--- config.mk ---
export PLATFORM = sky130hd
export DESIGN_NAME = risk_gate_top
export DESIGN_NICKNAME = d
export VERILOG_FILES = /design/src/source/risk_pkg.sv /design/src/source/risk_gate_top.sv /design/src/source/order_egress.sv /design/src/source/risk_engine.sv /design/src/source/client_limit_store.sv /design/src/source/order_intake.sv
export VERILOG_INCLUDE_DIRS = /design/src /design/src/source
export SDC_FILE = /design/constraint.sdc
export NUM_CORES = 2
export LEC_CHECK = 0
export ABC_AREA = 1
export BUFFER_PORTS_ARGS = -buffer_cell sky130_fd_sc_hd__buf_4
export CAP_MARGIN = 20
export CORE_ASPECT_RATIO = 0.6
export CORE_UTILIZATION = 50
export CTS_CLUSTER_DIAMETER = 40
export DETAILED_ROUTE_END_ITERATION = 6
export PLACE_DENSITY = 0.73
export SLEW_MARGIN = 20
export SYNTH_ARGS = -nofsm -noshare
export SYNTH_HDL_FRONTEND = slang
export SYNTH_SLANG_ARGS = --single-unit
--- constraint.sdc ---
create_clock -name clk -period 7.85 [get_ports clk]
set_clock_uncertainty 0.05 [all_clocks]
set_input_delay 1.1775 -clock clk [delete_from_list [all_inputs] [get_ports clk]]
set_output_delay 1.1775 -clock clk [all_outputs]
set_load 0.03 [all_outputs]
--- src/source/risk_params.svh ---
// sizing macros for client count, client index width and amount width
`ifndef RISK_PARAMS_SVH
`define RISK_PARAMS_SVH

// client table depth
`define RISK_CLIENTS 32

// bits needed to index the client table
`define RISK_CID_W 5

// unsigned order amount, also width of the accum and max fields
`define RISK_AMT_W 16

// the risk sum is carried one bit wider than RISK_AMT_W
// so accum + amount never wraps before the compare
// RISK_CLIENTS must equal 2**RISK_CID_W, every index is a valid client

`endif
--- src/source/risk_pkg.sv ---
// package with order kind, verdict and engine state types
package risk_pkg;

  // kind of request coming in from the client port
  typedef enum logic [1:0] {
    new_order = 2'd0,  // trade, checked against the max
    new_limit = 2'd1,  // replaces the client max
    cancel    = 2'd2   // lowers the accumulated amount
  } order_kind_t;

  // result sent back for every order
  typedef enum logic [1:0] {
    accepted  = 2'd0,  // order passed, accum grown
    rejected  = 2'd1,  // would reach or pass the max
    limit_set = 2'd2,
    cancelled = 2'd3
  } verdict_t;

  // risk engine sequence
  typedef enum logic [2:0] {
    idle        = 3'd0,
    read        = 3'd1,  // client fields being fetched
    check_risk  = 3'd2,
    send_order  = 3'd3,
    update_max  = 3'd4,
    cancel_fill = 3'd5,
    hand_out    = 3'd6   // verdict handshake toward egress
  } engine_state_t;

endpackage

--- src/source/risk_gate_top.sv ---
// risk gate top level, intake, client store, risk engine and egress
`timescale 1ns/100ps
`include "risk_params.svh"

module risk_gate_top (
  input  logic                   clk,
  input  logic                   rst_n,
  // order input link
  input  logic                   in_req,
  input  risk_pkg::order_kind_t  in_kind,
  input  logic [`RISK_CID_W-1:0] in_client,
  input  logic [`RISK_AMT_W-1:0] in_amount,
  output logic                   in_ack,
  // verdict output link
  output logic                   out_req,
  output risk_pkg::verdict_t     out_verdict,
  output logic [`RISK_CID_W-1:0] out_client,
  output logic [`RISK_AMT_W-1:0] out_accum,
  input  logic                   out_ack,
  // engine status
  output logic                   check_risk,
  output logic                   send_order,
  output logic                   update_max
);

  // intake to engine
  logic                   ord_req, ord_ack;
  risk_pkg::order_kind_t  ord_kind;
  logic [`RISK_CID_W-1:0] ord_client;
  logic [`RISK_AMT_W-1:0] ord_amount;
  // engine and store
  logic [`RISK_CID_W-1:0] rd_client, wr_client;
  logic [`RISK_AMT_W-1:0] rd_accum, rd_max, wr_accum, wr_max;
  logic                   wr_en;
  // engine to egress
  logic                   vd_req, vd_ack;
  risk_pkg::verdict_t     vd_verdict;
  logic [`RISK_CID_W-1:0] vd_client;
  logic [`RISK_AMT_W-1:0] vd_accum;

  order_intake u_intake (
    .clk, .rst_n, .in_req, .in_kind, .in_client, .in_amount, .in_ack,
    .ord_req, .ord_kind, .ord_client, .ord_amount, .ord_ack
  );

  client_limit_store u_store (
    .clk, .rst_n, .rd_client, .rd_accum, .rd_max,
    .wr_en, .wr_client, .wr_accum, .wr_max
  );

  risk_engine u_engine (
    .clk, .rst_n, .ord_req, .ord_kind, .ord_client, .ord_amount, .ord_ack,
    .rd_client, .rd_accum, .rd_max, .wr_en, .wr_client, .wr_accum, .wr_max,
    .vd_req, .vd_verdict, .vd_client, .vd_accum, .vd_ack,
    .check_risk, .send_order, .update_max
  );

  order_egress u_egress (
    .clk, .rst_n, .vd_req, .vd_verdict, .vd_client, .vd_accum, .vd_ack,
    .out_req, .out_verdict, .out_client, .out_accum, .out_ack
  );

endmodule

--- src/source/order_egress.sv ---
// verdict egress, one-entry output buffer with four-phase links on both sides
`timescale 1ns/100ps
`include "risk_params.svh"

module order_egress (
  input  logic                   clk,
  input  logic                   rst_n,
  // from engine
  input  logic                   vd_req,
  input  risk_pkg::verdict_t     vd_verdict,
  input  logic [`RISK_CID_W-1:0] vd_client,
  input  logic [`RISK_AMT_W-1:0] vd_accum,
  output logic                   vd_ack,
  // to host
  output logic                   out_req,
  output risk_pkg::verdict_t     out_verdict,
  output logic [`RISK_CID_W-1:0] out_client,
  output logic [`RISK_AMT_W-1:0] out_accum,
  input  logic                   out_ack
);

  logic busy;  // verdict held until the host cycle closes
  logic load;

  assign load = vd_req && !vd_ack && !busy;

  // engine side handshake
  always_ff @(posedge clk or negedge rst_n) begin
    if (!rst_n)
      vd_ack <= 1'b0;
    else if (load)
      vd_ack <= 1'b1;
    else if (!vd_req)
      vd_ack <= 1'b0;  // engine released
  end

  // host side handshake and buffer state
  always_ff @(posedge clk or negedge rst_n) begin
    if (!rst_n) begin
      out_req <= 1'b0;
      busy    <= 1'b0;
    end else begin
      if (load)
        out_req <= 1'b1;  // same cycle as vd_ack
      else if (out_ack)
        out_req <= 1'b0;

      if (load)
        busy <= 1'b1;
      else if (busy && !out_req && !out_ack)
        busy <= 1'b0;  // host acked and released
    end
  end

  // verdict payload
  always_ff @(posedge clk) begin
    if (load) begin
      out_verdict <= vd_verdict;
      out_client  <= vd_client;
      out_accum   <= vd_accum;
    end
  end

endmodule

--- src/source/risk_engine.sv ---
// risk engine FSM, reads a client, checks the order, writes back, hands out the verdict
`timescale 1ns/100ps
`include "risk_params.svh"

module risk_engine (
  input  logic                   clk,
  input  logic                   rst_n,
  // order from intake
  input  logic                   ord_req,
  input  risk_pkg::order_kind_t  ord_kind,
  input  logic [`RISK_CID_W-1:0] ord_client,
  input  logic [`RISK_AMT_W-1:0] ord_amount,
  output logic                   ord_ack,
  // store read
  output logic [`RISK_CID_W-1:0] rd_client,
  input  logic [`RISK_AMT_W-1:0] rd_accum,
  input  logic [`RISK_AMT_W-1:0] rd_max,
  // store write
  output logic                   wr_en,
  output logic [`RISK_CID_W-1:0] wr_client,
  output logic [`RISK_AMT_W-1:0] wr_accum,
  output logic [`RISK_AMT_W-1:0] wr_max,
  // verdict to egress
  output logic                   vd_req,
  output risk_pkg::verdict_t     vd_verdict,
  output logic [`RISK_CID_W-1:0] vd_client,
  output logic [`RISK_AMT_W-1:0] vd_accum,
  input  logic                   vd_ack,
  // state decode
  output logic                   check_risk,
  output logic                   send_order,
  output logic                   update_max
);

  risk_pkg::engine_state_t state, state_nxt;

  // latched order
  risk_pkg::order_kind_t  kind_q;
  logic [`RISK_CID_W-1:0] client_q;
  logic [`RISK_AMT_W-1:0] amount_q;

  // updated client fields and verdict, set in check_risk
  logic [`RISK_AMT_W-1:0] accum_q;
  logic [`RISK_AMT_W-1:0] max_q;
  risk_pkg::verdict_t     verdict_q;

  logic [`RISK_AMT_W:0]   sum;   // extra msb, no wrap
  logic                   pass;
  logic                   start; // order accepted from intake

  assign start = (state == risk_pkg::idle) && ord_req && !ord_ack;
  assign sum   = {1'b0, rd_accum} + {1'b0, amount_q};
  assign pass  = sum < {1'b0, rd_max};  // strictly below the max

  always_comb begin
    state_nxt = state;
    case (state)
      risk_pkg::idle:       if (start) state_nxt = risk_pkg::read;
      risk_pkg::read:       state_nxt = risk_pkg::check_risk;  // store data lands here
      risk_pkg::check_risk: begin
        case (kind_q)
          risk_pkg::new_limit: state_nxt = risk_pkg::update_max;
          risk_pkg::cancel:    state_nxt = risk_pkg::cancel_fill;
          default:             state_nxt = risk_pkg::send_order;
        endcase
      end
      risk_pkg::send_order,
      risk_pkg::update_max,
      risk_pkg::cancel_fill: state_nxt = risk_pkg::hand_out;
      // leave once req dropped and egress ack back low
      risk_pkg::hand_out:   if (!vd_req && !vd_ack) state_nxt = risk_pkg::idle;
      default:              state_nxt = risk_pkg::idle;
    endcase
  end

  always_ff @(posedge clk or negedge rst_n) begin
    if (!rst_n) begin
      state   <= risk_pkg::idle;
      ord_ack <= 1'b0;
      vd_req  <= 1'b0;
    end else begin
      state <= state_nxt;

      if (start)
        ord_ack <= 1'b1;  // together with the read
      else if (!ord_req)
        ord_ack <= 1'b0;

      // raised on entry to hand_out, dropped on egress ack
      if ((state_nxt == risk_pkg::hand_out) && (state != risk_pkg::hand_out))
        vd_req <= 1'b1;
      else if (vd_ack)
        vd_req <= 1'b0;
    end
  end

  always_ff @(posedge clk) begin
    if (start) begin
      kind_q   <= ord_kind;
      client_q <= ord_client;
      amount_q <= ord_amount;
    end
    if (state == risk_pkg::check_risk) begin
      accum_q <= rd_accum;  // default, fields unchanged
      max_q   <= rd_max;
      case (kind_q)
        risk_pkg::new_limit: begin
          max_q     <= amount_q;
          verdict_q <= risk_pkg::limit_set;
        end
        risk_pkg::cancel: begin
          // saturate at zero
          accum_q   <= (amount_q > rd_accum) ? '0 : rd_accum - amount_q;
          verdict_q <= risk_pkg::cancelled;
        end
        default: begin
          if (pass) begin
            accum_q   <= sum[`RISK_AMT_W-1:0];
            verdict_q <= risk_pkg::accepted;
          end else begin
            verdict_q <= risk_pkg::rejected;
          end
        end
      endcase
    end
  end

  assign rd_client = client_q;

  // write in every apply state, a rejected order writes back the old values
  assign wr_en     = send_order || update_max || (state == risk_pkg::cancel_fill);
  assign wr_client = client_q;
  assign wr_accum  = accum_q;
  assign wr_max    = max_q;

  assign vd_verdict = verdict_q;
  assign vd_client  = client_q;
  assign vd_accum   = accum_q;

  assign check_risk = (state == risk_pkg::check_risk);
  assign send_order = (state == risk_pkg::send_order);
  assign update_max = (state == risk_pkg::update_max);

endmodule

--- src/source/client_limit_store.sv ---
// per-client accum and max register file, registered read port, one write port
`timescale 1ns/100ps
`include "risk_params.svh"

module client_limit_store (
  input  logic                   clk,
  input  logic                   rst_n,
  // read port, data one cycle after the address
  input  logic [`RISK_CID_W-1:0] rd_client,
  output logic [`RISK_AMT_W-1:0] rd_accum,
  output logic [`RISK_AMT_W-1:0] rd_max,
  // write port
  input  logic                   wr_en,
  input  logic [`RISK_CID_W-1:0] wr_client,
  input  logic [`RISK_AMT_W-1:0] wr_accum,
  input  logic [`RISK_AMT_W-1:0] wr_max
);

  logic [`RISK_AMT_W-1:0] accum_mem [`RISK_CLIENTS];  // open amount per client
  logic [`RISK_AMT_W-1:0] max_mem   [`RISK_CLIENTS];  // trade limit per client

  always_ff @(posedge clk or negedge rst_n) begin
    if (!rst_n) begin
      for (int i = 0; i < `RISK_CLIENTS; i++) begin
        accum_mem[i] <= '0;
        max_mem[i]   <= '0;  // zero max, every order rejected
      end
      rd_accum <= '0;
      rd_max   <= '0;
    end else begin
      if (wr_en) begin
        accum_mem[wr_client] <= wr_accum;
        max_mem[wr_client]   <= wr_max;
      end
      // read sees the write of the same cycle
      if (wr_en && (wr_client == rd_client)) begin
        rd_accum <= wr_accum;
        rd_max   <= wr_max;
      end else begin
        rd_accum <= accum_mem[rd_client];
        rd_max   <= max_mem[rd_client];
      end
    end
  end

endmodule

--- src/source/order_intake.sv ---
// order intake, host four-phase link in, one-entry buffer, four-phase link to engine
`timescale 1ns/100ps
`include "risk_params.svh"

module order_intake (
  input  logic                   clk,
  input  logic                   rst_n,
  // host side
  input  logic                   in_req,
  input  risk_pkg::order_kind_t  in_kind,
  input  logic [`RISK_CID_W-1:0] in_client,
  input  logic [`RISK_AMT_W-1:0] in_amount,
  output logic                   in_ack,
  // engine side
  output logic                   ord_req,
  output risk_pkg::order_kind_t  ord_kind,
  output logic [`RISK_CID_W-1:0] ord_client,
  output logic [`RISK_AMT_W-1:0] ord_amount,
  input  logic                   ord_ack
);

  logic full;  // buffer holds an order not yet released by the engine
  logic take;  // capture strobe

  // new request, previous host cycle closed, nothing pending
  assign take = in_req && !in_ack && !full;

  always_ff @(posedge clk or negedge rst_n) begin
    if (!rst_n) begin
      in_ack  <= 1'b0;
      ord_req <= 1'b0;
      full    <= 1'b0;
    end else begin
      // host handshake
      if (take)
        in_ack <= 1'b1;
      else if (!in_req)
        in_ack <= 1'b0;  // host released, close the cycle

      // engine handshake, req rises with in_ack
      if (take)
        ord_req <= 1'b1;
      else if (ord_ack)
        ord_req <= 1'b0;

      // free only once the engine ack is back low
      if (take)
        full <= 1'b1;
      else if (full && !ord_req && !ord_ack)
        full <= 1'b0;
    end
  end

  // order payload, held while full
  always_ff @(posedge clk) begin
    if (take) begin
      ord_kind   <= in_kind;
      ord_client <= in_client;
      ord_amount <= in_amount;
    end
  end

endmodule

# Word-level counts from Yosys, hierarchy flattened

Index checks and enable logic that the tools add are counted.

Register bits after elaboration: 1170
Bits of input ports: 27
Output and inout bits: 28
Logic and storage cells: 176

Add/sub/neg operators: 2
Order comparisons: 4
Eq/ne operators: 13
Mux-type cells: 38
Bitwise logic cells: 1
Reduce and logical (&&, ||, !) cells: 31

Operator list:

| operator           | number |
|---|---|
| $bwmux 512         | 2 |
| $bmux 16 s5        | 2 |
| $mux 16            | 10 |
| $demux 16 s5       | 1 |
| $pmux 16 s2        | 1 |
| $add 16x16->17     | 1 |
| $lt 17x16->1       | 1 |
| $mux 1             | 17 |
| $gt 16x16->1       | 1 |
| $sub 16x16->16     | 1 |
| $pmux 3 s5         | 1 |
| $logic_and 1x1->1  | 13 |
| $eq 3x3->1 const B | 4 |
| $reduce_bool 2->1  | 5 |
| $logic_not 1->1    | 9 |
| $eq 3x2->1 const B | 2 |
| $ge 6x6->1 const B | 1 |
| $lt 6x1->1 const B | 1 |
| $mux 3             | 2 |
| $ne 2x1->1 const B | 3 |
| $not 5->6          | 1 |
| $pmux 3 s2         | 1 |
| $pmux 2 s2         | 1 |
| $eq 3x1->1 const B | 1 |
| 6 further kinds    | 7 |

# Depth between registers and ports, before layout

Depth in word-level cells: 8
Gate-level depth with buffers: 24
Depth with buffers taken out: 23

# By module

From an unflattened synthesis, not the netlist that was laid out.

Cells, all modules: 6672
Area, all modules: 54183.2 µm²

By module, submodules not included:

| module             | instances | cells each | area an instance (µm²) | seq. area each (µm²) |
|---|---|---|---|---|
| client_limit_store | 1         | 5946       | 47364.2                | 26425.3 |
| risk_engine        | 1         | 652        | 5190.0                 | 1836.8 |
| order_egress       | 1         | 37         | 814.5                  | 765.7 |
| order_intake       | 1         | 37         | 814.5                  | 765.7 |

# Least setup slack after synthesis

Ideal clock, no wire load.

Kind: register to output
From: register u_engine.state[2]
To: output check_risk
Arrival time: 3.459 ns
Required time: 6.622 ns
Path slack: 3.164 ns
Stages on the path, launching flop included: 2
Buffers on the path: 0
Path through: dfrtp_1 -> nor3_1

Cells in the longest elaborated chain, start to end: 1

Ends and longest elaborated chain:

| item                   | line                | text |
|---|---|---|
| from (decl)            | risk_engine.sv:35   | `risk_pkg::engine_state_t state, state_nxt;` |
| from (signal assigned) | risk_engine.sv:78   | `state <= risk_pkg::idle;` |
| from (signal assigned) | risk_engine.sv:82   | `state <= state_nxt;` |
| $eq 3x2->1             | risk_engine.sv:140  | `assign check_risk = (state == risk_pkg::check_risk);` |
| to (decl)              | risk_gate_top.sv:21 | `output logic check_risk,` |

Every way passes these cells.

# Worst setup path after layout

From: register u_store.rd_accum[2]
To: register u_engine.accum_q[10] (netlist: u_engine.vd_accum[10]), data pin

Cells in the longest elaborated chain, start to end: 4
Elaborated cells between the ends (all ways): 7
Those cells by class: add/sub (2); order compare (2); mux (3)

Ends and longest elaborated chain:

| item                   | line                     | text |
|---|---|---|
| from (decl)            | client_limit_store.sv:10 | `` output logic [`RISK_AMT_W-1:0] rd_accum, `` |
| from (signal assigned) | client_limit_store.sv:37 | `rd_accum <= wr_accum;` |
| from (signal assigned) | client_limit_store.sv:40 | `rd_accum <= accum_mem[rd_client];` |
| $add 16x16->17         | risk_engine.sv:52        | `assign sum = {1'b0, rd_accum} + {1'b0, amount_q};` |
| $lt 17x16->1           | risk_engine.sv:53        | `assign pass = sum < {1'b0, rd_max};` |
| $mux 16                | risk_engine.sv:117       | `if (pass) begin` |
| $pmux 16 s2 (*)        | risk_engine.sv:106       | `case (kind_q)` |
| to (signal assigned)   | risk_engine.sv:104       | `accum_q <= rd_accum;` |
| to (signal assigned)   | risk_engine.sv:113       | `accum_q <= (amount_q > rd_accum) ? '0 : rd_accum - amount_q;` |
| to (signal assigned)   | risk_engine.sv:118       | `` accum_q <= sum[`RISK_AMT_W-1:0]; `` |
| to (decl)              | risk_engine.sv:43        | `` logic [`RISK_AMT_W-1:0] accum_q; `` |

Every way passes the cells marked *; elsewhere a longest branch is shown, timed or not.
A chain may end at the register's enable or synchronous reset.

==> impl_metrics.py <==
metrics = {
    "drt": {
        "wl_met3_um": 18420,
        "dr.pass1.iters": 6,
        "routed_wl_um": 156400,
        "met2_length_um": 63920,
        "drtIter0Drc": 6481,
        "vias": 41095,
        "wl_met1_um": 69500,
        "detail_route.drc_violations": 0,
        "dr.max_layer_used": "met5",
        "post_drt_wl_per_cell_um": 23.66,
        "routed_via_density": 6.217,
        "antenna_left": 0,
    },
    "pwr": {
        "p_sw_w": 0.008575,
        "p_per_area_nw_per_um2": 407.5,
        "seqPwrFrac": 0.450,
        "leakagePower_nw": 24.83,
        "intPower_w": 0.01400,
        "combinationalPowerShare": 0.300,
        "switching_share": 0.3799,
        "power_frac_clock": 0.249,
        "vdd_drop_max_mv": 0.2331,
    },
    "final_layout": {
        "final_common_cell": "nand2_1",
        "post-route-cell-area_um2": 55390,
        "final_cell_mix": "1481 x nand2_1, 1067 x dfrtp_1, 998 x o21ai_0",
        "area_growth_pct": 9.382,
        "finalNetCount": 5277,
        "antenna_cells": 0,
        "layout-drive-gt1-share": 0.07144,
        "fill_cells": 8675,
    },
    "placement": {
        "port-buffer-count": 54,
        "post_dp_cell_area_um2": 51590,
        "dp_hpwl_um": 85260,
        "routabilityCongestion": 0.9640,
    },
    "setup_path": {
        "slowest_delay_ns": 0.45,
        "critPathLaunch": "u_store.rd_accum[2]",
        "cpMostUsedCell": "nand2_1",
        "worst-endpoint-arrival_ns": 4.54,
        "cp_top_family": "compound AO/OA/AOI/OAI gates",
        "cp_max_fo": 17,
        "crit_path_end_kind": "register",
        "reg2reg_from": "u_store.rd_accum[2]",
        "worstPathRequired_ns": 8.26,
        "crit_buf_inv": 3,
        "critPathSlowestCell": "o21ai_0",
        "start_kind": "register",
        "worstPathCellList": "ha_1 > inv_1 > o21ai_0 > o21ai_0 > a21oi_1 > inv_1 > nand2_1 > nand2_1 > ha_1 > a21oi_1 > nor2_1 > a211oi_1 > nand2_1 > nand2_1 > nand2_1 > nand2_1 > buf_4 > nand2_2 > nand3_1 > nand3_1",
        "critPathKind": "reg -> reg",
    },
    "run_status": {
        "status": "finished, final reports clean",
    },
    "global_route": {
        "antenna_found_initial": 3,
        "grt_pass1_vias": 38792,
        "grt_pass1_wl_um": 240700,
        "grt_overflow": 0,
        "globalRouteTotalUtil": 0.3047,
        "grt_max_degree": 187,
    },
    "hold_path": {
        "min_path_type": "reg -> reg",
        "hp-start": "u_intake.ord_client[4]",
    },
    "floorplan": {
        "dieArea_um2": 102600,
        "die_x_um": 412.8,
        "rows": 89,
        "start_util": 0.5098,
        "fp.dieH_um": 248.5,
        "num_io_pins": 55,
        "core_um2": 99330,
    },
    "clock_tree": {
        "cts_tree": "built",
        "cts.clk_slew.worst_paths_ns": 0.07,
        "cts_root_buf": "clkbuf_16",
        "clock_latency_ns": 0.73,
        "post_cts_buffers": 0,
        "cts.sinks": 1170,
        "h-tree-depth": 3,
        "numCtsBuffers": 107,
        "post_cts_resized": 0,
        "hold_buffers": 0,
        "cts.path.max_buffers": 3,
    },
    "timing": {
        "setup_viol": 0,
        "period_minus_slack_ns": 4.125,
        "tns_ns": 0,
        "finalCritPeriodShare": 0.5255,
        "clock.fmax_mhz": 242.4,
        "relSlewSlack": 0.2488,
        "drv_slew": 0,
        "hold_viol_final": 0,
        "tightest_slew_ns": 1.127,
        "rsz0062_at_grt": "false",
    },
    "yosys": {
        "ys_seq_area_frac": 0.5884,
        "synth.cell_area_um2": 50640,
        "synth_compound_area_frac": 0.1989,
        "synth_top_family_by_area": "compound AO/OA/AOI/OAI gates",
        "yosys_register_bits": 1170,
        "synthXorXnorAreaFrac": 0.003286,
        "yosys.area_share.simple": 0.1474,
        "synth_fa_ha_area_frac": 0.01290,
        "synth_top_cell_area_share": 0.5273,
        "synth_cell_types": 45,
        "synth.avg_cell_area_um2": 9.325,
        "synth_top_area_cell": "dfrtp_1",
        "ys_async_sr_fraction": 0.9120,
        "syn-num-nets": 5508,
        "yosys_warnings": 0,
        "syn_inst": 5430,
        "synth.area.top_cells": "dfrtp_1 53%, nand2_1 11%, o21ai_0 9.9%",
        "ys.flop_type": "dfrtp_1",
        "synth-edff-count": 103,
        "muxShareOfSynthArea": 0,
    },
    "job": {
        "cap_violations": 0,
    },
}
==> per-stage QoR <==
| step | hold WS, ns | std cells | total power, W | setup slack, ns | util |
|---|---|---|---|---|---|
| final | 0.3709 | 6610 | 0.02257 | 3.725 | 0.5576 |
| after global routing | 0.3819 | 6610 | 0.02390 | 3.326 | 0.5576 |
| after CTS | 0.3708 | 6608 | 0.02242 | 3.807 | 0.5572 |
| after detailed placement | 0.3545 | 6407 | 0.01679 | 3.845 | 0.5193 |
| after global placement | 0.3507 | 6407 | 0.01654 | 3.899 | 0.5193 |
| after floorplan | 0.3503 | 5430 | 0.01442 | 3.164 | - |
==> cell type report <==
class                           count  area (um^2)  share of cell area
Inverter                          174        688.2             0.01242
Clock buffer                      140         2997             0.05410
Multi-Input combinational cell   3629        18510              0.3342
Tap cell                         1319         1650             0.02980
Timing Repair Buffer              117        988.4             0.01785
Sequential cell                  1170        29790              0.5379
Clock inverter                     61        762.0             0.01376
==> power groups by stage <==
stage,clock (W),combinational (W),sequential (W)
floorplan,0,0.00461,0.00982
global placement,0,0.00645,0.0101
detailed placement,0,0.00663,0.0102
CTS,0.00567,0.00666,0.0101
global route,0.00589,0.00760,0.0104
finish,0.00562,0.00678,0.0102
==> synth_stat cells (5+ instances only) <==
master / n
buf_4: 7
a21oi_1: 158
xor2_1: 18
nor2_1: 69
nand3_2: 22
o21ai_0: 998
nand3_1: 67
buf_2: 51
o21ai_1: 95
nand4_1: 72
inv_1: 165
nor4_1: 5
a22o_1: 21
a22oi_1: 448
a221oi_1: 8
or2_1: 9
buf_1: 28
clkbuf_1: 368
dfrtp_1: 1067
inv_2: 7
nand2_1: 1485
ha_1: 49
edfxtp_1: 103
nor3_1: 38
or2_2: 20
and3_1: 5
o21bai_1: 7
==> flip-flops by register name, summed over array words and instances, names as in the netlist, 2 cells and up <==
name,count
u_store.accum_mem,512
u_store.max_mem,512
u_egress.out_accum,16
u_engine.amount_q,16
u_engine.vd_accum,16
u_engine.wr_max,16
u_intake.ord_amount,16
u_store.rd_accum,16
u_store.rd_max,16
u_egress.out_client,5
u_engine.rd_client,5
u_intake.ord_client,5
u_engine.state,3
u_egress.out_verdict,2
u_engine.kind_q,2
u_engine.vd_verdict,2
u_intake.ord_kind,2
==> cell families after synthesis <==
family,count (synthesis)
flops,1170
xor+xnor,19
fa+ha+maj,51
compound gates,1752
simple gates,1807
buf+inv,631
==> final timing paths <==
path                                          end  slack (ns)  cells past startpoint
max                         u_engine.vd_accum[10]        3.73                     20
min                         u_engine.rd_client[4]        0.37                      0
max reg2reg                 u_engine.vd_accum[10]        3.73                     20
min reg2reg                 u_engine.rd_client[4]        0.37                      0
max in group asynchronous  u_store.accum_mem[438]        5.48                      3
min in group asynchronous  u_store.accum_mem[134]        0.42                      1
==> metal layers <==
layer / vias up / GRT usage
li1: 18125 / -
met1: 20269 / 0.4779
met2: 2384 / 0.4155
met3: 313 / 0.07010
met4: 4 / 0.09183
met5: - / 0
Power figures use the tool's default switching activity.
